File: config.mk
export PLATFORM = sky130hd
export DESIGN_NAME = or1420CiCore
export DESIGN_NICKNAME = d
export VERILOG_FILES = /design/src/verilog/pixelPkg.sv /design/src/verilog/ciPkg.sv /design/src/verilog/captureIf.sv /design/src/verilog/executeIf.sv /design/src/verilog/resetSequencer.sv /design/src/verilog/ciCapture.sv /design/src/verilog/ciExecute.sv /design/src/verilog/ciWriteback.sv /design/src/verilog/or1420CiCore.sv
export SDC_FILE = /design/constraint.sdc
export NUM_CORES = 1
export LEC_CHECK = 0
export ABC_CLOCK_PERIOD_IN_PS = 3500
export BUFFER_PORTS_ARGS = -buffer_cell sky130_fd_sc_hd__buf_4
export CAP_MARGIN = 5
export CORE_MARGIN = 8
export CORE_UTILIZATION = 56
export CTS_BUF_LIST = sky130_fd_sc_hd__clkbuf_4 sky130_fd_sc_hd__clkbuf_8
export CTS_CLUSTER_DIAMETER = 150
export DETAILED_ROUTE_END_ITERATION = 8
export GPL_TIMING_DRIVEN = 0
export PLACE_DENSITY = 0.79
export SYNTH_ARGS = -nofsm -noshare
export SYNTH_HDL_FRONTEND = slang
export SYNTH_SLANG_ARGS = --single-unit
File: constraint.sdc
create_clock -name s_systemClock -period 3.5 [get_ports s_systemClock]
set_input_delay 0.525 -clock s_systemClock [delete_from_list [all_inputs] [get_ports s_systemClock]]
set_output_delay 0.525 -clock s_systemClock [all_outputs]
set_load 0.005 [all_outputs]
File: src/verilog/pixelPkg.sv
`default_nettype none

package pixelPkg;

  // RGB565 field widths
  localparam int unsigned redBits = 5;
  localparam int unsigned greenBits = 6;
  localparam int unsigned blueBits = 5;

  // each field is widened to a full byte before weighting
  localparam int unsigned colourBits = 8;

  typedef struct packed {
    logic [redBits-1:0]   red;
    logic [greenBits-1:0] green;
    logic [blueBits-1:0]  blue;
  } rgb565Pixel;

  // luma weights in 1/256 units, they add up to exactly 256
  localparam logic [colourBits-1:0] redWeight = 8'd54;
  localparam logic [colourBits-1:0] greenWeight = 8'd183;
  localparam logic [colourBits-1:0] blueWeight = 8'd19;

  localparam int unsigned productBits = 16;
  localparam int unsigned grayShift = 8;

endpackage

`default_nettype wire

File: src/verilog/ciPkg.sv
`default_nettype none

package ciPkg;

  localparam int unsigned wordBits = 32;
  localparam int unsigned ciNumberBits = 8;

  // custom instruction numbers as seen on ciN
  localparam logic [ciNumberBits-1:0] swapByteId = 8'd1;
  localparam logic [ciNumberBits-1:0] grayscaleId = 8'd9;

  // top bit of this counter releases the core
  localparam int unsigned resetCountBits = 5;

  // pixel sits in the low half, upper half is ignored
  typedef struct packed {
    logic [wordBits-$bits(pixelPkg::rgb565Pixel)-1:0] upper;
    pixelPkg::rgb565Pixel                             pixel;
  } pixelWord;

  typedef union packed {
    logic [wordBits/8-1:0][7:0] asBytes;
    pixelWord                   asPixel;
  } operandWord;

endpackage

`default_nettype wire

File: src/verilog/captureIf.sv
`timescale 1ns/1ps
`default_nettype none

interface captureIf;

  logic              valid;
  logic              selSwap;
  logic              selGray;
  ciPkg::operandWord operand;

  modport producer (
    output valid,
    output selSwap,
    output selGray,
    output operand
  );

  modport consumer (
    input valid,
    input selSwap,
    input selGray,
    input operand
  );

endinterface

`default_nettype wire

File: src/verilog/executeIf.sv
`timescale 1ns/1ps
`default_nettype none

interface executeIf;

  logic                            valid;
  logic                            isGray;
  logic [ciPkg::wordBits-1:0]      swapWord;
  logic [pixelPkg::productBits-1:0] redProduct;
  logic [pixelPkg::productBits-1:0] greenProduct;
  logic [pixelPkg::productBits-1:0] blueProduct;

  modport producer (
    output valid,
    output isGray,
    output swapWord,
    output redProduct,
    output greenProduct,
    output blueProduct
  );

  modport consumer (
    input valid,
    input isGray,
    input swapWord,
    input redProduct,
    input greenProduct,
    input blueProduct
  );

endinterface

`default_nettype wire

File: src/verilog/resetSequencer.sv
`timescale 1ns/1ps
`default_nettype none

module resetSequencer (
  input  logic s_systemClock,
  input  logic s_pllLocked,
  output logic coreReady
);

  logic [ciPkg::resetCountBits-1:0] resetCount;

  // counts up after lock, freezes once the top bit is set
  always_ff @(posedge s_systemClock or negedge s_pllLocked) begin
    if (!s_pllLocked) begin
      resetCount <= '0;
    end else if (!resetCount[ciPkg::resetCountBits-1]) begin
      resetCount <= resetCount + 1'b1;
    end
  end

  // high from the 16th edge after lock
  assign coreReady = resetCount[ciPkg::resetCountBits-1];

endmodule

`default_nettype wire

File: src/verilog/ciCapture.sv
`timescale 1ns/1ps
`default_nettype none

module ciCapture (
  input  logic                           s_systemClock,
  input  logic                           s_pllLocked,
  input  logic                           coreReady,
  input  logic                           ciStart,
  input  logic [ciPkg::ciNumberBits-1:0] ciN,
  input  ciPkg::operandWord              ciDataA,
  captureIf.producer                     stage
);

  logic isSwap;
  logic isGray;
  logic accept;

  // the only place where ciN gets decoded
  assign isSwap = (ciN == ciPkg::swapByteId);
  assign isGray = (ciN == ciPkg::grayscaleId);

  // unclaimed numbers or a core still in reset never enter the pipe
  assign accept = ciStart & coreReady & (isSwap | isGray);

  always_ff @(posedge s_systemClock or negedge s_pllLocked) begin
    if (!s_pllLocked) begin
      stage.valid   <= 1'b0;
      stage.selSwap <= 1'b0;
      stage.selGray <= 1'b0;
      stage.operand <= '0;
    end else begin
      stage.valid   <= accept;
      stage.selSwap <= accept & isSwap;
      stage.selGray <= accept & isGray;
      stage.operand <= ciDataA;
    end
  end

endmodule

`default_nettype wire

File: src/verilog/ciExecute.sv
`timescale 1ns/1ps
`default_nettype none

module ciExecute (
  input  logic       s_systemClock,
  input  logic       s_pllLocked,
  captureIf.consumer capture,
  executeIf.producer stage
);

  localparam int unsigned redPad = pixelPkg::colourBits - pixelPkg::redBits;
  localparam int unsigned greenPad = pixelPkg::colourBits - pixelPkg::greenBits;
  localparam int unsigned bluePad = pixelPkg::colourBits - pixelPkg::blueBits;

  pixelPkg::rgb565Pixel             pixel;
  logic [pixelPkg::colourBits-1:0]  redWide;
  logic [pixelPkg::colourBits-1:0]  greenWide;
  logic [pixelPkg::colourBits-1:0]  blueWide;
  logic [ciPkg::wordBits-1:0]       swapped;

  assign pixel = capture.operand.asPixel.pixel;

  // widen by repeating the top bits, so full scale maps to 255
  assign redWide = {pixel.red, pixel.red[pixelPkg::redBits-1 -: redPad]};
  assign greenWide = {pixel.green, pixel.green[pixelPkg::greenBits-1 -: greenPad]};
  assign blueWide = {pixel.blue, pixel.blue[pixelPkg::blueBits-1 -: bluePad]};

  // byte 3 ends up in byte 0 and so on
  assign swapped = {capture.operand.asBytes[0], capture.operand.asBytes[1],
                    capture.operand.asBytes[2], capture.operand.asBytes[3]};

  always_ff @(posedge s_systemClock or negedge s_pllLocked) begin
    if (!s_pllLocked) begin
      stage.valid        <= 1'b0;
      stage.isGray       <= 1'b0;
      stage.swapWord     <= '0;
      stage.redProduct   <= '0;
      stage.greenProduct <= '0;
      stage.blueProduct  <= '0;
    end else begin
      stage.valid  <= capture.valid;
      stage.isGray <= capture.selGray;
      // unselected unit contributes zero to the OR in writeback
      stage.swapWord <= capture.selSwap ? swapped : '0;
      if (capture.selGray) begin
        stage.redProduct   <= redWide * pixelPkg::redWeight;
        stage.greenProduct <= greenWide * pixelPkg::greenWeight;
        stage.blueProduct  <= blueWide * pixelPkg::blueWeight;
      end else begin
        stage.redProduct   <= '0;
        stage.greenProduct <= '0;
        stage.blueProduct  <= '0;
      end
    end
  end

endmodule

`default_nettype wire

File: src/verilog/ciWriteback.sv
`timescale 1ns/1ps
`default_nettype none

module ciWriteback (
  input  logic              s_systemClock,
  input  logic              s_pllLocked,
  executeIf.consumer        execute,
  output logic              ciDone,
  output ciPkg::operandWord ciResult
);

  logic [pixelPkg::productBits-1:0] graySum;
  logic [ciPkg::wordBits-1:0]       grayWord;

  // weights total 256, so the sum stays within 16 bits
  assign graySum = execute.redProduct + execute.greenProduct + execute.blueProduct;

  always_comb begin
    grayWord = '0;
    if (execute.isGray) begin
      grayWord = {{(ciPkg::wordBits - pixelPkg::productBits){1'b0}},
                  graySum >> pixelPkg::grayShift};
    end
  end

  // wired-OR merge of both units
  always_ff @(posedge s_systemClock or negedge s_pllLocked) begin
    if (!s_pllLocked) begin
      ciDone   <= 1'b0;
      ciResult <= '0;
    end else begin
      ciDone   <= execute.valid;
      ciResult <= grayWord | execute.swapWord;
    end
  end

endmodule

`default_nettype wire

File: src/verilog/or1420CiCore.sv
`timescale 1ns/1ps
`default_nettype none

module or1420CiCore (
  input  logic                           s_systemClock,
  input  logic                           s_pllLocked,
  input  logic                           ciStart,
  input  logic [ciPkg::ciNumberBits-1:0] ciN,
  input  logic [ciPkg::wordBits-1:0]     ciDataA,
  output logic                           ciDone,
  output logic [ciPkg::wordBits-1:0]     ciResult,
  output logic                           coreReady
);

  captureIf captureBus ();
  executeIf executeBus ();

  resetSequencer resetSeq (
    .s_systemClock (s_systemClock),
    .s_pllLocked   (s_pllLocked),
    .coreReady     (coreReady)
  );

  // stage 1, sample and decode
  ciCapture capture (
    .s_systemClock (s_systemClock),
    .s_pllLocked   (s_pllLocked),
    .coreReady     (coreReady),
    .ciStart       (ciStart),
    .ciN           (ciN),
    .ciDataA       (ciDataA),
    .stage         (captureBus.producer)
  );

  // stage 2, swap and weight
  ciExecute execute (
    .s_systemClock (s_systemClock),
    .s_pllLocked   (s_pllLocked),
    .capture       (captureBus.consumer),
    .stage         (executeBus.producer)
  );

  // stage 3, merge and drive the CPU side
  ciWriteback writeback (
    .s_systemClock (s_systemClock),
    .s_pllLocked   (s_pllLocked),
    .execute       (executeBus.consumer),
    .ciDone        (ciDone),
    .ciResult      (ciResult)
  );

endmodule

`default_nettype wire

---- Yosys cells after proc, flatten, opt, wreduce, memory -nomap -nowiden ----
Index checks and enable logic that the tools add are counted.
cells by class
  add/sub/neg operators ................... 3
  multipliers ............................. 3
  div/mod/pow operators ................... 0
  magnitude comparators ................... 0
  equal/unequal tests ..................... 2
  shift-type cells ........................ 0
  muxes and demuxes ....................... 6
  bitwise operators ....................... 6
  reduce and logical (&&, ||, !) cells .... 0
operators by type and width
  cell                                                number
  2-to-1 mux 32 bit                                   1
  OR 32 bit                                           1
  multiplier 8 x 5 -> 13 bit (second input constant)  2
  adder 16 x 13 -> 16 bit                             1
  adder 16 bit                                        1
  multiplier 8 x 8 -> 16 bit (second input constant)  1
  2-to-1 mux 16 bit                                   1
  2-to-1 mux 14 bit                                   1
  2-to-1 mux 13 bit                                   1
  == test 8 x 1 -> 1 bit (second input constant)      1
  == test 8 x 4 -> 1 bit (second input constant)      1
  2-to-1 mux 8 bit                                    1
  adder 5 x 1 -> 5 bit (second input constant)        1
  2-to-1 mux 5 bit                                    1
  AND 1 bit                                           4
  OR 1 bit                                            1
storage, ports and cells
  flip-flop bits (word level) ............. 152
  latch bits .............................. 0
  RAM bits ................................ 0
  bits in read-only memories .............. 0
  bits of input ports ..................... 43
  output and inout port bits .............. 34
  logic and storage cells ................. 34
  memories ................................ 0

---- Depth between registers and ports, before layout ----
  depth after elaboration ................. 4
  depth in mapped cells ................... 15
  mapped depth without buffers ............ 15

---- Hierarchy ----
A second synthesis with hierarchy kept.
unflattened totals
  cell total of the unflattened synthesis .. 746
  area total of the unflattened synthesis .. 8523.2 µm²
modules (own cells, without submodules)
  module          instances  cells each  area each (µm²)  sequential area each (µm²)
  ciExecute       1          522         5454.0           1901.8
  ciWriteback     1          168         1923.1           825.8
  ciCapture       1          43          947.2            875.8
  resetSequencer  1          13          198.9            125.1

---- Worst setup path after synthesis ----
Ideal clock, no wire load.
  kind .................................... reg-to-reg
  from .................................... register capture.stage.operand[10]
  to ...................................... register execute.stage.greenProduct[13]
  library setup time ...................... 0.132 ns
  data arrival time ....................... 3.712 ns
  required time ........................... 3.368 ns
  path slack .............................. -0.344 ns
  stages on the path, launching flop included .. 14
  path buffers ............................ 0
  clock period less this slack ............ 3.844 ns
  cells stage by stage .................... dfrtp_1 ha_1 fa_1 inv_1 fa_1 fa_1 inv_1 ha_1 a21o_1 a21o_1 a41oi_1 o21ai_0 xnor2_1 nor2_1
between the ends
  word-level cells in the longest chain between the ends .. 2
ends and longest elaborated chain
  element                     RTL line         text
  start: declaration          captureIf.sv:15  output operand
  start signal: assignment    ciCapture.sv:35  stage.operand <= ciDataA;
  multiplier 8 x 8 -> 16 bit  ciExecute.sv:47  stage.greenProduct <= greenWide * pixelPkg::greenWeight;
  2-to-1 mux 16 bit           ciExecute.sv:45  if (capture.selGray) begin
  end signal: assignment      ciExecute.sv:47
  end: declaration            executeIf.sv:18  output greenProduct,
No other way between the ends.
A chain may end at the register's enable or synchronous reset.

---- Final worst setup path ----
  from .................................... register capture.stage.operand[8]
  to ...................................... register execute.stage.greenProduct[15]
Same word-level chain as after synthesis.

==> metrics.md <==
| Metric | Value |
|---|---|
| Largest net degree at the start of global routing | `93` |
| Compound-Gate Fraction of Synth Area | `8.47%` |
| Multiplexer area fraction after synthesis | `less than 1%` |
| Antenna diodes | `0` |
| Antenna viol nets, final | `0` |
| Antenna violations before repair | `0` |
| Failing checks | `negative setup slack` |
| Fraction of the mapped netlist area in simple logic gates | `10.2%` |
| Max-cap violations | `0` |
| Fmax | `approximately 270 MHz` |
| Vias in the first global route | `roughly 5,700` |
| HP Class | `primary input to asynchronous set/reset pin` |
| Final WL | `around 17,000 um` |
| Core ar. | `13,900 um^2` |
| IO Pins | `77` |
| Most frequent cells in the layout | `dfrtp_1 (141), buf_4 (94), inv_1 (92)` |
| CTS tree | `yes` |
| Critical path class | `flip-flop to flip-flop` |
| Worst R2R Start | `capture.stage.operand[8]` |
| Final Hold Fails | `0` |
| Wire length per cell | `approximately 17 um` |
| Syn-to-layout area delta | `20.4%` |
| CTS H-tree lvls | `4` |
| EDFF count, synth | `0` |
| Sink Count | `between 100 and 150` |
| Global Route Usage Sum | `19.2%` |
| Final Setup Violations | `7` |
| Die ar. | `18,400 um^2` |
| RSZ-0062 raised after global routing | `yes` |
| Yosys warnings | `0` |
| Final Util | `roughly 69%` |
| Final setup margin | `-0.159 ns` |
| Setup crit start | `capture.stage.operand[8]` |
| Detail Placement HPWL | `between 10,000 and 15,000 um` |
| Slew Viols, Final | `0` |
| CP max FO | `5` |
| Critical path endpoint category | `flip-flop` |
| First-pass GRT wire length | `between 20,000 and 30,000 um` |
| Chip height | `136 um` |
| Post-synthesis sequential area ratio | `46.4%` |
| # fillers | `~1,000` |
| Post-synthesis async set-or-reset flop share | `between 90% and 100%` |
| Crit path launch type | `flip-flop` |
| CP required | `between 3 and 4 ns` |
| Routed vias/inst | `about 5.3` |
| CTS Buf Count | `17` |
| Via count | `roughly 5,300` |
| Register Area | `between 3000 and 4000 um^2` |
| FP Rows | `43` |
| CTS Buffer Depth | `2` |
| Max VDD drop | `0.000391 V` |
| Mapped cell area | `around 8000 um^2` |
| Lkg Pwr | `between 5 and 6 nW` |
| Combinational family with the most area after synthesis | `adder cells` |
| Avg Inst Size Synth | `~12 um^2` |
| Setup TNS | `-0.712 ns` |
| Status | `finished with violations` |
| Adder-Cell Fraction of Synth Area | `26.9%` |
| Mapped Nets | `a little under 900` |
| Worst-Margin Slew | `0.626 ns` |
| Iteration-0 DRC Markers | `260` |
| Worst EP arrival | `3.98 ns` |
| Final nets | `~1,000` |
| Yosys cell types | `48` |
| Multi-input gate area | `between 4000 and 5000 um^2` |
| Clk slew on worst S/H paths | `around 0.09 ns` |
| Rel. slew slack | `between 50 and 60%` |
| CTS root buffer | `clkbuf_8` |
| Port Buffers | `between 70 and 80` |
| Routability cong. | `between 0.8 and 0.9` |
| Clock skew | `about 0.012 ns` |
| Residual DRC | `0` |
| Initial Util | `57.7%` |
| Fraction of layout cells with a size suffix above 1 | `21.2%` |
| GR Overflow Total | `0` |
| Pre-CTS setup slack | `-0.398 ns` |
| Min cycle time layout | `approximately 3.7 ns` |
| Fin crit share | `105%` |
| First drt pass iteration count | `5` |
| Die W | `approximately 140 um` |
| Worst-Skew Late Latency | `between 0.4 and 0.5 ns` |
| Post-Syn Instances | `slightly below 700` |
| FF+latch count, synth | `149` |
| Primary FF master, synth | `dfrtp_1` |
| Synth Area in XOR/XNOR | `approximately 2.5%` |
| Pwr dens | `497 nW/um^2` |
| Most common cell after layout, fill and taps aside | `dfrtp_1` |
-- cells by family (layout without fill, tap and decap cells) --
kind of cell               after synthesis  in the layout
muxes                                    4              4
DFF                                    149            149
AOI/OAI and AO/OA                      104            104
xor gates and xnor gates                23             23
buffers and inverters                  107            238
adders and majority gates              146            146
and+or+nand+nor                        161            161
-- layer usage --
metal / up-vias / track usage (%) / wire length, um
met2: 137 / 32.1 / 8380
met1: 2619 / 23.1 / 6900
met5: - / 0 / 0
met4: 0 / 6.05 / 242
li1: 2532 / - / -
met3: 25 / 5.97 / 1100
-- area by class of cell --
class,instances,area share [%]
multi-input combinational,438,42.5
sequential,149,38.7
timing repair buffer,100,8.16
inverter,98,3.80
clock buffer,17,2.42
tap,180,2.33
clock inverter,15,1.81
buffer,8,0.310
-- through the flow --
stage               hold slack [ns]  instance area, um^2  instances  power, mW
finish                       0.0179                 9680       1005       4.81
global route                 0.0199                 9680       1005       5.12
CTS                          0.0191                 9610       1002       4.74
detailed placement            0.335                 8940        951       3.19
global placement              0.331                 8910        950       3.15
floorplan                     0.229                 8120        694       2.84
-- report_power, final --
group          leakage, nW  switching (mW)  total, mW  internal [mW]
combinational         2.93           0.891       1.69          0.801
sequential            1.99          0.0246       1.77           1.74
clock                0.205           0.701       1.35          0.650
total                 5.13            1.62       4.81           3.19
-- state kept, by name (all words and copies together) (netlist names) --
register and count:
capture.stage.operand 32, execute.stage.swapWord 32, writeback.ciResult 32, execute.stage.greenProduct 16, execute.stage.blueProduct 13, execute.stage.redProduct 13, resetSeq.resetCount 5, capture.stage.selGray 1
capture.stage.selSwap 1, capture.stage.valid 1, execute.stage.isGray 1, execute.stage.valid 1, writeback.ciDone 1
-- path summary, 6_finish.rpt --
kind / to / slack (ns) / cells past startpoint
worst max-delay path: execute.stage.greenProduct[15] / -0.16 / 13
worst max register to register: execute.stage.greenProduct[15] / -0.16 / 13
worst min register to register: writeback.ciResult[24] / 0.35 / 0
worst min-delay path: capture.stage.operand[17] / 0.02 / 1
max in group asynchronous: capture.stage.operand[10] / 2.65 / 2
min in group s_systemClock: capture.stage.operand[6] / 0.16 / 1
-- timing repair --
action,4_1_cts,5_1_grt
hold buffers,0,0
resized for setup,24,14
pin swaps,31,10
buffers inserted,19,4
endpoints found under the setup margin,8,12
gates cloned,0,0
-- cells in the mapped netlist (3+ instances only) --
library cell | number | area (um^2)
nand4_1 | 3 | 18.8
mux2i_1 | 3 | 30.0
nor4_1 | 4 | 25.0
nand2b_1 | 4 | 25.0
o211ai_1 | 3 | 22.5
clkbuf_1 | 8 | 30.0
fa_1 | 45 | 901
nor2b_1 | 5 | 31.3
inv_1 | 98 | 368
a21oi_1 | 28 | 140
xnor2_1 | 14 | 123
xor2_1 | 9 | 78.8
a21o_1 | 19 | 143
ha_1 | 101 | 1260
nand2_1 | 33 | 124
a211oi_1 | 6 | 45.0
o21a_1 | 6 | 45.0
nor3_1 | 18 | 90.1
o21ai_0 | 20 | 100
nor2_1 | 39 | 146
and2_1 | 44 | 275
dfrtp_1 | 149 | 3730
nor3b_1 | 3 | 22.5
-- worst max-delay path, cell delays in order (launching register included) --
cell      delay, ns
dfrtp_2        0.50
ha_4           0.28
fa_1           0.56
inv_2          0.05
fa_1           0.47
fa_1           0.51
inv_2          0.05
ha_4           0.16
a21o_1         0.18
a21oi_2        0.14
o21ai_2        0.08
a221oi_2       0.28
xnor2_1        0.17
nor2_1         0.10
Power figures use the tool's default switching activity.
